--- src/ifid_defines.svh ---
////////////////////
// widths, opcode values and control-word bit positions of the IF/ID stage
// include wherever one of these names is used
////////////////////
`ifndef IFID_DEFINES_SVH
`define IFID_DEFINES_SVH

// field and bus widths
`define IFID_INSTR_W     16
`define IFID_OPC_W       5
`define IFID_PC_W        10
`define IFID_DATA_W      8
`define IFID_REG_ADDR_W  3
`define IFID_OP_ADDR_W   4     // msb is the file bit, 1 = rns
`define IFID_IMM_W       8
`define IFID_CTRL_W      38

// opcodes
`define OPC_NOP     5'd0
`define OPC_ADD     5'd1
`define OPC_SUB     5'd2
`define OPC_AND     5'd3
`define OPC_OR      5'd4
`define OPC_NOT     5'd5
`define OPC_SHL     5'd6
`define OPC_JMP     5'd7
`define OPC_RLOAD   5'd8
`define OPC_RSTORE  5'd9
`define OPC_ANDBIT  5'd10
`define OPC_ORBIT   5'd11
`define OPC_NOTBIT  5'd12
`define OPC_CMP     5'd13
`define OPC_JMPGT   5'd14
`define OPC_JMPLT   5'd15
`define OPC_JMPEQ   5'd16
`define OPC_JMPC    5'd17
`define OPC_LDI     5'd18
`define OPC_ADDM    5'd19
`define OPC_SUBM    5'd20
`define OPC_MULM    5'd21     // 22 is unused and decodes as nop
`define OPC_UNRLL   5'd23
`define OPC_UNRLU   5'd24
`define OPC_RLLM    5'd25

// control word bits, packed from the top
`define CW_ADD         37
`define CW_OR          36
`define CW_NOT         35
`define CW_ANDBIT      34
`define CW_ORBIT       33
`define CW_NOTBIT      32
`define CW_AND         31
`define CW_CARRY_IN    30
`define CW_OP2_COMPL   29
`define CW_JUMP        28
`define CW_COMPARE     27
`define CW_SHL         26
`define CW_LOGIC       25
`define CW_STORE       24
`define CW_LOAD        23
`define CW_WRITE_RF    22
`define CW_JGT         21
`define CW_JLT         20
`define CW_JEQ         19
`define CW_JCARRY      18
`define CW_JUNCOND     17
`define CW_LD_IMM      16
`define CW_IMM_LSB     8      // immediate occupies 15:8
`define CW_MUL         7
`define CW_RNS_ALU     6
`define CW_UNRL        5
`define CW_RLLM        4
`define CW_RNS_DEST    3
`define CW_OP1_FILE    2
`define CW_OP2_FILE    1
`define CW_UNRL_LOWER  0

`endif
--- src/ifid_pkg.sv ---
////////////////////
// vector types shared by the IF/ID stage and its testbench
////////////////////
`default_nettype none

`include "ifid_defines.svh"

package ifid_pkg;

    // whole fetched word
    typedef logic [`IFID_INSTR_W-1:0]    instr_t;

    // decoded fields
    typedef logic [`IFID_OPC_W-1:0]      opcode_t;
    typedef logic [`IFID_REG_ADDR_W-1:0] reg_addr_t;  // index inside one file
    typedef logic [`IFID_OP_ADDR_W-1:0]  op_addr_t;   // {file bit, index}
    typedef logic [`IFID_IMM_W-1:0]      imm_t;

    // operand data, single domain only
    typedef logic [`IFID_DATA_W-1:0]     data_t;

    // instruction address
    typedef logic [`IFID_PC_W-1:0]       pc_t;

    ////////////////////
    // control word
    ////////////////////
    // flags plus immediate as one vector so it crosses into execute
    // as a single pipeline register
    typedef logic [`IFID_CTRL_W-1:0]     ctrl_word_t;

endpackage

`default_nettype wire

--- src/ifid_stage.sv ---
////////////////////
// IF/ID pipeline stage top
// decoder feeding the boundary register
////////////////////
`timescale 1ns/100ps
`default_nettype none

module ifid_stage (
    input  wire                       clk,
    input  wire                       rst,
    input  wire ifid_pkg::instr_t     instr,          // from instruction memory
    input  wire                       branch_taken,   // from execute
    input  wire ifid_pkg::data_t      op1_data,       // from forwarding unit
    input  wire ifid_pkg::data_t      op2_data,
    input  wire ifid_pkg::data_t      op3_data,
    // combinational, to forwarding unit
    output wire ifid_pkg::op_addr_t   op1_addr,
    output wire ifid_pkg::op_addr_t   op2_addr,
    output wire ifid_pkg::reg_addr_t  op3_addr,
    output wire                       load_true,
    // registered, to execute
    output wire ifid_pkg::ctrl_word_t ctrl,
    output wire                       flush,
    output wire ifid_pkg::pc_t        pred_next_pc,
    output wire ifid_pkg::op_addr_t   op1_addr_q,
    output wire ifid_pkg::op_addr_t   op2_addr_q,
    output wire ifid_pkg::reg_addr_t  op3_addr_q,
    output wire ifid_pkg::reg_addr_t  res_addr_q,
    output wire ifid_pkg::data_t      op1_data_q,
    output wire ifid_pkg::data_t      op2_data_q,
    output wire ifid_pkg::data_t      op3_data_q
);

    import ifid_pkg::*;

    ctrl_word_t ctrl_next;     // decoder to register
    reg_addr_t  res_addr;      // destination before registering
    pc_t        jump_target;

    instr_decoder decoder_inst (
        .instr       (instr),
        .ctrl_next   (ctrl_next),
        .op1_addr    (op1_addr),
        .op2_addr    (op2_addr),
        .op3_addr    (op3_addr),
        .res_addr    (res_addr),
        .load_true   (load_true),
        .jump_target (jump_target)
    );

    ifid_pipe_reg pipe_reg_inst (
        .clk          (clk),
        .rst          (rst),
        .branch_taken (branch_taken),
        .ctrl_next    (ctrl_next),
        .op1_addr     (op1_addr),
        .op2_addr     (op2_addr),
        .op3_addr     (op3_addr),
        .res_addr     (res_addr),
        .jump_target  (jump_target),
        .op1_data     (op1_data),
        .op2_data     (op2_data),
        .op3_data     (op3_data),
        .ctrl         (ctrl),
        .flush        (flush),
        .pred_next_pc (pred_next_pc),
        .op1_addr_q   (op1_addr_q),
        .op2_addr_q   (op2_addr_q),
        .op3_addr_q   (op3_addr_q),
        .res_addr_q   (res_addr_q),
        .op1_data_q   (op1_data_q),
        .op2_data_q   (op2_data_q),
        .op3_data_q   (op3_data_q)
    );

endmodule

`default_nettype wire

--- src/ifid_pipe_reg.sv ---
////////////////////
// IF/ID boundary register between decode and execute
// one instruction per cycle, synchronous reset clears all outputs
////////////////////
`timescale 1ns/100ps
`default_nettype none

`include "ifid_defines.svh"

module ifid_pipe_reg (
    input  wire                       clk,
    input  wire                       rst,
    input  wire                       branch_taken,   // from execute
    input  wire ifid_pkg::ctrl_word_t ctrl_next,
    input  wire ifid_pkg::op_addr_t   op1_addr,
    input  wire ifid_pkg::op_addr_t   op2_addr,
    input  wire ifid_pkg::reg_addr_t  op3_addr,
    input  wire ifid_pkg::reg_addr_t  res_addr,
    input  wire ifid_pkg::pc_t        jump_target,
    input  wire ifid_pkg::data_t      op1_data,       // from forwarding unit
    input  wire ifid_pkg::data_t      op2_data,
    input  wire ifid_pkg::data_t      op3_data,
    output ifid_pkg::ctrl_word_t      ctrl,
    output logic                      flush,          // kill the instruction now in execute
    output ifid_pkg::pc_t             pred_next_pc,   // last decoded jump target
    output ifid_pkg::op_addr_t        op1_addr_q,
    output ifid_pkg::op_addr_t        op2_addr_q,
    output ifid_pkg::reg_addr_t       op3_addr_q,
    output ifid_pkg::reg_addr_t       res_addr_q,
    output ifid_pkg::data_t           op1_data_q,
    output ifid_pkg::data_t           op2_data_q,
    output ifid_pkg::data_t           op3_data_q
);

    ////////////////////
    // boundary register
    ////////////////////
    always_ff @(posedge clk)
    begin
        if (rst)
        begin
            ctrl         <= '0;
            flush        <= 1'b0;
            pred_next_pc <= '0;
            op1_addr_q   <= '0;
            op2_addr_q   <= '0;
            op3_addr_q   <= '0;
            res_addr_q   <= '0;
            op1_data_q   <= '0;
            op2_data_q   <= '0;
            op3_data_q   <= '0;
        end
        else
        begin
            ctrl       <= ctrl_next;
            flush      <= branch_taken;    // one cycle behind execute
            op1_addr_q <= op1_addr;
            op2_addr_q <= op2_addr;
            op3_addr_q <= op3_addr;
            res_addr_q <= res_addr;
            op1_data_q <= op1_data;
            op2_data_q <= op2_data;
            op3_data_q <= op3_data;

            // target only moves on a jump and holds across other opcodes
            if (ctrl_next[`CW_JUMP])
            begin
                pred_next_pc <= jump_target;
            end
        end
    end

endmodule

`default_nettype wire

--- src/instr_decoder.sv ---
////////////////////
// combinational decode of one instruction word
// feeds the forwarding unit directly and the IF/ID register
////////////////////
`timescale 1ns/100ps
`default_nettype none

`include "ifid_defines.svh"

module instr_decoder (
    input  wire ifid_pkg::instr_t    instr,        // word from instruction memory
    output ifid_pkg::ctrl_word_t     ctrl_next,    // decoded control word
    output ifid_pkg::op_addr_t       op1_addr,     // to forwarding unit
    output ifid_pkg::op_addr_t       op2_addr,     // to forwarding unit
    output ifid_pkg::reg_addr_t      op3_addr,     // store source, else 0
    output ifid_pkg::reg_addr_t      res_addr,     // destination, 0 on store
    output logic                     load_true,    // to forwarding unit
    output ifid_pkg::pc_t            jump_target   // low bits of the word
);

    import ifid_pkg::*;

    opcode_t   opcode;
    reg_addr_t res_field;
    imm_t      imm;

    ////////////////////
    // field split
    ////////////////////
    assign opcode      = instr[15:11];
    assign res_field   = instr[10:8];
    assign imm         = instr[7:0];    // overlaps both operand addresses
    assign op2_addr    = instr[7:4];
    assign op1_addr    = instr[3:0];
    assign jump_target = instr[9:0];    // overlaps result field

    // store uses the result field as a source register
    assign res_addr  = (opcode == `OPC_RSTORE) ? '0 : res_field;
    assign op3_addr  = (opcode == `OPC_RSTORE) ? res_field : '0;
    assign load_true = ctrl_next[`CW_LOAD];

    ////////////////////
    // opcode decode
    ////////////////////
    always_comb
    begin
        ctrl_next = '0;
        ctrl_next[`CW_IMM_LSB +: `IFID_IMM_W] = imm;     // carried on every opcode
        ctrl_next[`CW_OP1_FILE] = op1_addr[`IFID_OP_ADDR_W-1];
        ctrl_next[`CW_OP2_FILE] = op2_addr[`IFID_OP_ADDR_W-1];

        case (opcode)
            `OPC_ADD:
            begin
                ctrl_next[`CW_ADD]      = 1'b1;
                ctrl_next[`CW_WRITE_RF] = 1'b1;
            end
            `OPC_SUB, `OPC_CMP:
            begin
                // a - b as a + ~b + 1
                ctrl_next[`CW_ADD]       = 1'b1;
                ctrl_next[`CW_CARRY_IN]  = 1'b1;
                ctrl_next[`CW_OP2_COMPL] = 1'b1;
                ctrl_next[`CW_COMPARE]   = (opcode == `OPC_CMP);   // flags only
                ctrl_next[`CW_WRITE_RF]  = (opcode == `OPC_SUB);
            end
            `OPC_AND, `OPC_OR, `OPC_NOT, `OPC_ANDBIT, `OPC_ORBIT, `OPC_NOTBIT:
            begin
                ctrl_next[`CW_AND]      = (opcode == `OPC_AND);
                ctrl_next[`CW_OR]       = (opcode == `OPC_OR);
                ctrl_next[`CW_NOT]      = (opcode == `OPC_NOT);
                ctrl_next[`CW_ANDBIT]   = (opcode == `OPC_ANDBIT);
                ctrl_next[`CW_ORBIT]    = (opcode == `OPC_ORBIT);
                ctrl_next[`CW_NOTBIT]   = (opcode == `OPC_NOTBIT);
                ctrl_next[`CW_LOGIC]    = 1'b1;    // selects the logic unit result
                ctrl_next[`CW_WRITE_RF] = 1'b1;
            end
            `OPC_SHL:
            begin
                ctrl_next[`CW_SHL]      = 1'b1;
                ctrl_next[`CW_WRITE_RF] = 1'b1;
            end
            `OPC_JMP, `OPC_JMPGT, `OPC_JMPLT, `OPC_JMPEQ, `OPC_JMPC:
            begin
                ctrl_next[`CW_JUMP]    = 1'b1;     // target is picked up by the register
                ctrl_next[`CW_JUNCOND] = (opcode == `OPC_JMP);
                ctrl_next[`CW_JGT]     = (opcode == `OPC_JMPGT);
                ctrl_next[`CW_JLT]     = (opcode == `OPC_JMPLT);
                ctrl_next[`CW_JEQ]     = (opcode == `OPC_JMPEQ);
                ctrl_next[`CW_JCARRY]  = (opcode == `OPC_JMPC);
            end
            `OPC_RLOAD:
            begin
                // address comes from the op1/op2 register pair
                ctrl_next[`CW_LOAD]     = 1'b1;
                ctrl_next[`CW_WRITE_RF] = 1'b1;
            end
            `OPC_RSTORE:
                ctrl_next[`CW_STORE] = 1'b1;       // no register write
            `OPC_LDI:
            begin
                ctrl_next[`CW_LD_IMM]   = 1'b1;
                ctrl_next[`CW_WRITE_RF] = 1'b1;
            end
            `OPC_ADDM, `OPC_SUBM, `OPC_MULM:
            begin
                // modular ops always land in the rns file
                ctrl_next[`CW_RNS_ALU]   = 1'b1;
                ctrl_next[`CW_RNS_DEST]  = 1'b1;
                ctrl_next[`CW_WRITE_RF]  = 1'b1;
                ctrl_next[`CW_ADD]       = (opcode != `OPC_MULM);
                ctrl_next[`CW_OP2_COMPL] = (opcode == `OPC_SUBM);  // marks subtract only
                ctrl_next[`CW_MUL]       = (opcode == `OPC_MULM);
            end
            `OPC_UNRLL, `OPC_UNRLU:
            begin
                // only write back when the source really is an rns register
                ctrl_next[`CW_UNRL]       = 1'b1;
                ctrl_next[`CW_UNRL_LOWER] = (opcode == `OPC_UNRLL);
                ctrl_next[`CW_WRITE_RF]   = op1_addr[`IFID_OP_ADDR_W-1];
            end
            `OPC_RLLM:
            begin
                ctrl_next[`CW_RLLM]     = 1'b1;    // two int regs into one rns reg
                ctrl_next[`CW_RNS_DEST] = 1'b1;
                ctrl_next[`CW_WRITE_RF] = 1'b1;
            end
            default:
            begin
                // nop and the unused opcode keep only imm and file bits
            end
        endcase
    end

endmodule

`default_nettype wire

--- config.mk ---
export PLATFORM = sky130hd
export DESIGN_NAME = ifid_stage
export DESIGN_NICKNAME = d
export VERILOG_FILES = /design/src/ifid_pkg.sv /design/src/ifid_stage.sv /design/src/ifid_pipe_reg.sv /design/src/instr_decoder.sv
export VERILOG_INCLUDE_DIRS = /design/src
export SDC_FILE = /design/constraint.sdc
export NUM_CORES = 1
export LEC_CHECK = 0
export ABC_AREA = 1
export BUFFER_PORTS_ARGS = -buffer_cell sky130_fd_sc_hd__buf_2
export CAP_MARGIN = 10
export CORE_UTILIZATION = 48
export CTS_CLUSTER_DIAMETER = 100
export DETAILED_ROUTE_END_ITERATION = 8
export HOLD_SLACK_MARGIN = 0.08
export PLACE_DENSITY = 0.86
export RECOVER_POWER = 100
export SLEW_MARGIN = 20
export SYNTH_ARGS = -nofsm -noshare
export SYNTH_HDL_FRONTEND = slang
export SYNTH_SLANG_ARGS = --single-unit
--- constraint.sdc ---
create_clock -name clk -period 1.75 [get_ports clk]
set_input_delay 0.35 -clock clk [delete_from_list [all_inputs] [get_ports clk]]
set_output_delay 0.35 -clock clk [all_outputs]
set_load 0.1 [all_outputs]
After elaboration in Yosys (flattened, before gate mapping)
Cells that the tools add are included.
{ "word_totals": {"regBits": 87, "input_bits": 43, "out_inout_bits": 99} }
{ "classes": {"n_eq_ne": 25, "mux": 15, "n_bitwise": 5, "reduce_logical": 14} }
{ "ops": {"columns": ["cell", "count"], "rows": [
  ["equality test 5 bit (second input constant)", 9],
  ["equality test 5 x 4 -> 1 bit (second input constant)", 8],
  ["equality test 5 x 3 -> 1 bit (second input constant)", 4],
  ["OR reduction 2 bit", 8],
  ["OR reduction 14 bit", 1],
  ["two-way mux 1 bit", 11],
  ["equality test 5 x 2 -> 1 bit (second input constant)", 2],
  ["OR reduction 3 bit", 2],
  ["OR reduction 6 bit", 1],
  ["equality test 5 x 1 -> 1 bit (second input constant)", 1],
  ["inequality test 5 bit (second input constant)", 1],
  ["inverter 1 bit", 5],
  ["OR reduction 5 bit", 1],
  ["one-hot mux 1 bit (2 select lines)", 2],
  ["OR reduction 4 bit", 1],
  ["two-way mux 3 bit", 1],
  ["one-hot mux 1 bit (3 select lines)", 1]
]} }

Depth between registers and ports, before layout
Gate-level depths: netlist of run 1.
{ "logic_depth": {"word_depth": 4, "mapped_depth": 9, "depth_no_buf": 9} }

Cells and area by module
A second synthesis of run 1 with hierarchy kept.
{ "hier_totals": {"cells_unflattened": 420, "area_unflattened_um2": 3286.9} }
{ "modules_own_cells": {"columns": ["module", "instances", "cells_per_inst", "area_each_um2", "seq_area_each_um2"], "rows": [
  ["ifid_pipe_reg", 1, 303, 2681.3, 1741.7],
  ["instr_decoder", 1, 117, 605.6, 0.0]
]} }

Worst setup path before layout of run 1
Ideal clock, no wire load.
{ "synth_path": {"kind": "input port to flip-flop", "from": "input instr[15]", "to": "register pipe_reg_inst.ctrl[22]", "setup_time_ps": 65, "arrival_time_ps": 2418, "t_required_ps": 1685, "slack_ps": -733, "cell_stages": 8, "path_buffers": 1, "cell_sequence": "clkbuf_8 > inv_1 > nand2_1 > nor2_1 > nor2_1 > nand3_1 > nor2_1 > nor2_1"} }
{ "synth_via": {"elab_chain_cells": 3, "elab_cells_between_ends": 22, "cone_classes": "eq/ne: 18; mux: 1; reduce/logical: 3"} }
{ "synth_rtl": {"columns": ["element", "line", "rtl"], "rows": [
  ["start, declared", "ifid_stage.sv:11", "input wire ifid_pkg::instr_t instr,"],
  ["equality test 5 x 1 -> 1 bit, or another cell as far along", "instr_decoder.sv:52", "case (opcode)"],
  ["OR reduction 14 bit (no source line) or OR reduction 2 bit (tied branches)", null, null],
  ["one-hot mux 1 bit (3 select lines) *", "instr_decoder.sv:52", null],
  ["end signal, assigned", "ifid_pipe_reg.sv:55", "ctrl <= ctrl_next;"],
  ["end, declared", "ifid_pipe_reg.sv:23", "output ifid_pkg::ctrl_word_t ctrl,"]
]} }
Mark *: on every way between the ends. The rest lies on a longest branch, timed or not.
A chain may end at the register's enable or synchronous reset.

Worst setup path after layout of run 1
{ "layout_path": {"from": "input instr[13]", "to": "output op3_addr[1]"} }
{ "layout_via": {"elab_chain_cells": 2} }
{ "layout_rtl": {"columns": ["element", "line", "rtl"], "rows": [
  ["equality test 5 x 4 -> 1 bit (no source line)", null, null],
  ["two-way mux 3 bit", "instr_decoder.sv:39", "assign op3_addr = (opcode == `OPC_RSTORE) ? res_field : '0;"],
  ["end, declared", "ifid_stage.sv:19", "output wire ifid_pkg::reg_addr_t op3_addr,"]
]} }
No other way between the ends.

==> results.yml, run 1 <==
clock_tree:
  post_cts_buffers: 0
  cts_hold_buffers: 0
  cts_max_path_buffers: 2
  tritoncts: "built"
  numClockSinks: 77
  htree_levels: 3
  path_clk_slew_ps: 70
  worstSkewPairLatency_ps: 330
  cts_buffers: 9
  clockRootBuffer: "clkbuf_8"
floorplanning:
  die_h_um: 76.8
  io_pins: 142
  die_area_mm2: 0.00589
  initial_core_util: 0.512
  die_w_um: 76.8
  rows: 26
  fp.coreArea_mm2: 0.00524
global_routing:
  busiest_layer: "met2"
  met2_usage: 0.354
  antenna_found_initial: 0
  gr-usage-met3: 0.0512
  use_met1: 0.229
  gr-total-overflow: 0
  grt_pass1_vias: 2182
  grtUsageTotal: 0.206
  grt_max_degree: 30
  grt_pass1_wl_um: 9360
yosys:
  synth_fp_nets: 363
  synthAdderAreaFrac: 0
  synthCells: 320
  yosysWarnings: 0
  ys_seq_area_frac: 0.574
  synth_top_family_by_area: "simple AND/OR/NAND/NOR gates"
  yosys.area_share.simple: 0.227
  synth_ff_type: "dfxtp_1"
  syn_area_per_cell_um2: 8.39
  ys_types: 26
  synth_edf_count: 0
  synth_compound_area_frac: 0.0443
  async_flop_share: 0
  ys_ff_latch: 77
  muxShareOfSynthArea: 0
  synth_area_mm2: 0.00268
  synth_xor_area_frac: 0
run:
  maxCapViolCount: 0
sta:
  skew_ps: 0
  relSlewSlack: 0.202
  worst_pin_slew_ps: 1200
  fmaxAchievable_mhz: 606
  slew_viol_final: 0
  rsz0062_at_grt: "true"
  finalWorstSetupSlack_ps: 99.4
  hold_violations: 0
  fin_crit_ps: 1650
  min_period_over_period: 0.943
  setup_viol: 0
  holdWs_ps: 221
  finalSetupTns_ps: 0
routing:
  dr.first_iter.drc_count: 104
  totalWireLength_um: 5940
  detail_route.wl_per_cell_um: 11.2
  via_count: 2390
  drc_errors: 0
  ant_nets: 0
  first_pass_iters: 4
  viasPerCell: 4.50
setup_path:
  worstSetupPathType: "in2out"
  slowest_delay_ps: 190
  worstPathMaxFanout: 5
  critPathCaptureType: "output pin"
  start_kind: "primary input"
  worstPathArrival_ps: 1300
  cp.required_ps: 1400
  worst_path_max_delay_cell: "buf_12"
  crit_chain: "buf_2 -> nor2_4 -> inv_1 -> nor3_2 -> inv_2 -> nor2_2 -> buf_12"
finish:
  multi_input_area_um2: 738
  final_common_cell: "buf_2"
  final_cell_mix: "136 x buf_2, 89 x nor2_1, 77 x dfxtp_1, 51 x inv_1, 24 x nand2_1"
  n_fill_cell: 435
  regArea_mm2: 0.00154
  final_util: 0.688
  final_nets: 500
  layoutNonFillerInstCount: 531
  syn_to_final_growth_pct: 34.2
  drive_above_1_share: 0.406
  num_antenna_cells: 0
  design_area_mm2: 0.00360
placement:
  gp_congestion: 0.959
  dpl_cell_area_mm2: 0.00344
  place_ws_ps: 81.9
  place_inst: 516
  numPortBuffers: 141
  place_hpwl_um: 4670
outcome:
  status: "complete, no violations"
pwr:
  power_density_mw_per_mm2: 1130
  leakage_nw: 2.05
  power.total_mw: 4.07
  worst_ir_drop_vdd_v: 0.000635
min_path:
  hp-class: "in2reg"
power by group:
group	switching, mW	total (mW)	leakage (nW)	internal [mW]
Sequential	0.0259	1.85	0.633	1.83
Clock	0.544	1.17	0.0926	0.623
Combinational	0.888	1.05	1.32	0.163
Total	1.46	4.07	2.05	2.61
synthesized netlist by cell type (2+ instances only):
library cell / n / area (um^2)
buf_4: 18 / 135
inv_2: 5 / 18.8
clkbuf_1: 4 / 15.0
nor2_1: 91 / 342
nor2_4: 3 / 33.8
nand3_1: 9 / 45.0
nor3_1: 10 / 50.1
nand2_1: 24 / 90.1
o21ai_2: 9 / 78.8
nand2_2: 2 / 12.5
o21ai_0: 3 / 15.0
dfxtp_1: 77 / 1540
a21oi_1: 2 / 10.0
inv_1: 51 / 191
registers in the layout, indices dropped and copies added (netlist names):
name,count
pipe_reg_inst.pred_next_pc,10
pipe_reg_inst.op3_addr_q,3
pipe_reg_inst.res_addr_q,3
pipe_reg_inst.op2_data_q,8
pipe_reg_inst.op1_data_q,8
pipe_reg_inst.op3_data_q,8
pipe_reg_inst.flush,1
pipe_reg_inst.ctrl,36
cell type report:
class                           count  area share
Clock buffer                       14      0.0479
Clock inverter                      1     0.00139
Inverter                           56      0.0584
Multi-Input combinational cell    160       0.205
Sequential cell                    77       0.428
Tap cell                           70      0.0243
Timing Repair Buffer              153       0.235
critical path: cells and delay by family:
family,cells,cell delay [ps]
buffers and inverters,4,490
and+or+nand+nor,3,460
what timing repair did:
action,4_1_cts,5_1_grt
hold endpoints to repair,0,0
endpoints found under the setup margin,0,1
resized for setup,0,1
worst paths after layout:
kind	slack, ps	start	cells past startpoint	to
setup / recovery	100	instr[13]	7	op3_addr[1]
hold reg to reg	510	pipe_reg_inst.pred_next_pc[4]	2	pipe_reg_inst.pred_next_pc[4]
setup reg to reg	1140	pipe_reg_inst.pred_next_pc[9]	2	pipe_reg_inst.pred_next_pc[9]
hold / removal	220	op1_data[2]	3	pipe_reg_inst.op1_data_q[2]
routing by layer:
| layer | vias to the layer above | part of all wire |
|---|---|---|
| li1 | 1205 | - |
| met5 | - | 0 |
| met2 | 128 | 0.49 |
| met4 | 0 | 0.020 |
| met1 | 1044 | 0.40 |
| met3 | 13 | 0.083 |
cell families after synthesis:
logic type,count (synthesis)
buffers and inverters,83
flip-flops,77
AND/OR/NAND/NOR,144
AO/OA/AOI/OAI,16
Power figures use the tool's default switching activity.
==> run 2: changes to the inputs <==
Settings changed: CORE_UTILIZATION 48 to 44, PLACE_DENSITY 0.86 to 0.8.
Clock period 1.75 ns to 1.7 ns, I/O delays scaled along.
==> results.yml, run 2 (synthesis results as in run 1) <==
sta:
  setup_viol: 0
  relSlewSlack: 0.417
  holdWs_ps: 204
  fin_crit_ps: 1610
  skew_ps: 0
  finalWorstSetupSlack_ps: 90.5
  min_period_over_period: 0.947
  fmaxAchievable_mhz: 621
  slew_viol_final: 0
  worst_pin_slew_ps: 874
  hold_violations: 0
placement:
  place_ws_ps: 33.0
  numPortBuffers: 141
  gp_congestion: 0.994
  place_hpwl_um: 4680
  dpl_cell_area_mm2: 0.00342
global_routing:
  gr-total-overflow: 0
  grt_max_degree: 26
  grt_pass1_vias: 2030
  grt_pass1_wl_um: 9100
  antenna_found_initial: 0
  grtUsageTotal: 0.190
pwr:
  sw_frac_of_total: 0.361
  p_int_mw: 2.75
  leakage_nw: 1.98
  seqPwrFrac: 0.443
  worst_ir_drop_vdd_v: 0.000640
  p_sw_mw: 1.56
  power_density_mw_per_mm2: 1200
  pwr-share-comb: 0.249
  clkPwrFrac: 0.308
floorplanning:
  initial_core_util: 0.456
  rows: 28
  fp.coreArea_mm2: 0.00589
  die_h_um: 80.1
  die_area_mm2: 0.00642
  io_pins: 142
  die_w_um: 80.1
clock_tree:
  tritoncts: "built"
  cts_buffers: 9
  path_clk_slew_ps: 70
  worstSkewPairLatency_ps: 330
  cts_max_path_buffers: 2
  clockRootBuffer: "clkbuf_8"
  cts_hold_buffers: 0
  numClockSinks: 77
  htree_levels: 3
setup_path:
  rrSetupSlack_ps: 1050
  worstSetupPathType: "in2out"
  worstPathMaxFanout: 5
  start_kind: "primary input"
  critPathCaptureType: "output pin"
  worstPathArrival_ps: 1270
  cp.required_ps: 1360
finish:
  syn_to_final_growth_pct: 34.1
  num_antenna_cells: 0
  final_util: 0.612
  reg_top3: "pipe_reg_inst.ctrl: 36 flops, pipe_reg_inst.pred_next_pc: 10 flops"
  final_common_cell: "clkbuf_2"
  n_fill_cell: 566
  largest_register_ffs: 36
  drive_above_1_share: 0.400
  final_cell_mix: "96 x clkbuf_2, 88 x nor2_1, 75 x dfxtp_1, 51 x inv_1, 41 x buf_2"
  design_area_mm2: 0.00360
  top_register: "pipe_reg_inst.ctrl"
  final_nets: 498
min_path:
  hp-class: "in2reg"
routing:
  detail_route.wl_per_cell_um: 11.3
  viasPerCell: 4.28
  first_pass_iters: 4
  dr.first_iter.drc_count: 67
  via_count: 2289
  ant_nets: 0
  drc_errors: 0
  totalWireLength_um: 6050
run:
  maxCapViolCount: 0
outcome:
  status: "complete, no violations"
## run 2: what timing repair did
action                                  4_1_cts  5_1_grt
resized for setup                             0        4
buffers inserted                              0        1
endpoints found under the setup margin        0        3
## run 2: power by group through the flow
stage | logic [mW] | registers, mW | clock network, mW
finish | 1.07 | 1.91 | 1.33
global route | 1.12 | 1.92 | 1.46
CTS | 1.08 | 1.91 | 1.38
detailed placement | 1.08 | 1.95 | 0
global placement | 1.07 | 1.94 | 0
floorplan | 0.369 | 2.50 | 0
## run 2: worst paths after layout
path / start / endpoint / cells after the start
worst min-delay path: op3_data[3] / pipe_reg_inst.op3_data_q[3] / 3
worst min register to register: pipe_reg_inst.pred_next_pc[7] / pipe_reg_inst.pred_next_pc[7] / 2
worst max-delay path: instr[14] / op3_addr[0] / 8
worst max register to register: pipe_reg_inst.pred_next_pc[9] / pipe_reg_inst.pred_next_pc[9] / 2
## run 2: final cells by class
| class | count | area [um^2] | share of cell area |
|---|---|---|---|
| flip-flops and latches | 77 | 1540 | 0.429 |
| repair buffers | 151 | 808 | 0.225 |
| multi-input cells | 160 | 751 | 0.209 |
| inverters | 56 | 210 | 0.0584 |
| clock buffers | 12 | 145 | 0.0403 |
| well taps | 75 | 93.8 | 0.0261 |
| clock inverters | 4 | 47.5 | 0.0132 |
## run 2: per-stage QoR
step / setup TNS, ps / std cells / power [mW]
after floorplan: -755 / 320 / 2.87
after global placement: 0 / 518 / 3.02
after detailed placement: 0 / 518 / 3.03
after CTS: 0 / 534 / 4.37
after global routing: -3.01 / 535 / 4.49
final: 0 / 535 / 4.31
## run 2: routing by layer
| layer | vias up | wire [um] | track usage |
|---|---|---|---|
| met5 | - | 0 | 0 |
| met2 | 110 | 2930 | 0.321 |
| met4 | 0 | 51 | 0.0643 |
| met1 | 973 | 2600 | 0.223 |
| li1 | 1200 | - | - |
| met3 | 6 | 472 | 0.0659 |
## run 2: worst max-delay path: stages
cell    delay, ps
buf_2         140
inv_2          60
nor2_4         80
inv_1          60
nor3_2        150
inv_2         130
nor2_4        140
buf_12        180
==> run 3: changes to the inputs <==
Settings changed: CORE_UTILIZATION 44 to 30, PLACE_DENSITY 0.8 to 0.58.
==> results.yml, run 3 (synthesis results as in run 1) <==
outcome:
  status: "complete, no violations"
setup_path:
  cp.required_ps: 1360
  r2r_start: "pipe_reg_inst.pred_next_pc[9]"
  critPathCaptureType: "output pin"
  worstPathArrival_ps: 1260
  rr_worst_depth: 2
  worstSetupPathType: "in2out"
  worstPathMaxFanout: 4
  rrSetupSlack_ps: 1060
  start_kind: "primary input"
  r2r-end: "pipe_reg_inst.pred_next_pc[9]"
finish:
  design_area_mm2: 0.00366
  largest_register_ffs: 36
  final_common_cell: "clkbuf_2"
  final_util: 0.422
  num_antenna_cells: 0
  top_register: "pipe_reg_inst.ctrl"
  syn_to_final_growth_pct: 36.5
  reg_top3: "pipe_reg_inst.ctrl: 36 flops, pipe_reg_inst.pred_next_pc: 10 flops"
  final_nets: 502
  drive_above_1_share: 0.404
  final_cell_mix: "98 x clkbuf_2, 88 x nor2_1, 75 x dfxtp_1, 51 x inv_1, 40 x buf_2"
global_routing:
  grtUsageTotal: 0.136
  antenna_found_initial: 0
  gr-total-overflow: 0
  grt_pass1_wl_um: 9480
  grt_max_degree: 51
  grt_pass1_vias: 2052
pwr:
  clkPwrFrac: 0.347
  p_int_mw: 3.00
  sw_frac_of_total: 0.342
  worst_ir_drop_vdd_v: 0.000501
  power_density_mw_per_mm2: 1250
  leakage_nw: 2.02
  p_sw_mw: 1.56
  pwr-share-comb: 0.235
  seqPwrFrac: 0.418
routing:
  first_pass_iters: 4
  drc_errors: 0
  totalWireLength_um: 6160
  via_count: 2378
  dr.first_iter.drc_count: 101
  ant_nets: 0
  detail_route.wl_per_cell_um: 10.8
  viasPerCell: 4.16
floorplanning:
  die_h_um: 96.6
  initial_core_util: 0.309
  die_area_mm2: 0.00933
  fp.coreArea_mm2: 0.00868
  die_w_um: 96.6
  io_pins: 142
  rows: 34
placement:
  dpl_cell_area_mm2: 0.00352
  gp_congestion: 0.926
  numPortBuffers: 141
  place_hpwl_um: 4700
min_path:
  min_from: "op1_data[7]"
  holdPathStages: 3
  hp-class: "in2reg"
  min_to: "pipe_reg_inst.op1_data_q[7]"
sta:
  slew_viol_final: 0
  worst_pin_slew_ps: 975
  min_period_over_period: 0.940
  skew_ps: 0
  setup_viol: 0
  fmaxAchievable_mhz: 626
  rsz0062_at_grt: "false"
  holdWs_ps: 204
  hold_violations: 0
  finalSetupTns_ps: 0
  fin_crit_ps: 1600
  relSlewSlack: 0.350
clock_tree:
  cts_resized: 0
  worstSkewPairLatency_ps: 330
  cts_hold_buffers: 0
  path_clk_slew_ps: 80
  clockRootBuffer: "clkbuf_8"
  htree_levels: 3
  cts_buffers: 9
  cts_max_path_buffers: 2
  numClockSinks: 77
  post_cts_buffers: 0
  tritoncts: "built"
run:
  maxCapViolCount: 0
==> run 3: power groups by stage <==
stage / registers, mW / clock network, mW / logic (mW)
2_1_floorplan: 2.50 / 0 / 0.369
3_3_place_gp: 1.95 / 0 / 1.09
3_5_place_dp: 1.95 / 0 / 1.10
4_1_cts: 1.91 / 1.65 / 1.10
5_1_grt: 1.92 / 1.72 / 1.13
6_report: 1.91 / 1.59 / 1.07
==> run 3: layer usage <==
| metal | up-vias | wire, um | GRT usage |
|---|---|---|---|
| met4 | 0 | 88 | 0.0662 |
| met1 | 1054 | 2690 | 0.167 |
| met2 | 102 | 2850 | 0.212 |
| met3 | 9 | 534 | 0.0477 |
| li1 | 1213 | - | - |
| met5 | - | 0 | 0 |
==> run 3: through the flow <==
step	worst slack [ps]	total power [mW]	cells
floorplan	-252	2.87	320
global placement	61.4	3.04	556
detailed placement	53.8	3.05	556
CTS	47.1	4.65	571
global route	19.1	4.76	571
finish	101	4.57	571
==> run 3: worst max path at each step <==
stage | startpoint | end | cells after the start
after floorplan | instr[14] | op3_addr[0] | 6
after global placement | instr[13] | op3_addr[2] | 7
after detailed placement | instr[13] | op3_addr[1] | 7
after CTS | instr[13] | op3_addr[1] | 7
after global routing | instr[13] | pipe_reg_inst.pred_next_pc[7] | 10
final | instr[12] | op3_addr[0] | 7
==> run 3: cell type report <==
| type | instances | area (um^2) |
|---|---|---|
| Clock buffer | 10 | 128 |
| Clock inverter | 5 | 100 |
| Fill cell | 908 | 5010 |
| Inverter | 56 | 210 |
| Multi-Input combinational cell | 160 | 728 |
| Sequential cell | 77 | 1540 |
| Tap cell | 108 | 135 |
| Timing Repair Buffer | 155 | 818 |
==> run 3: critical path, stage by stage <==
cell     delay [ps]
buf_2           120
inv_1            80
nand2_1          80
nor3_2          210
inv_2           100
nor2_2          100
buf_6           230
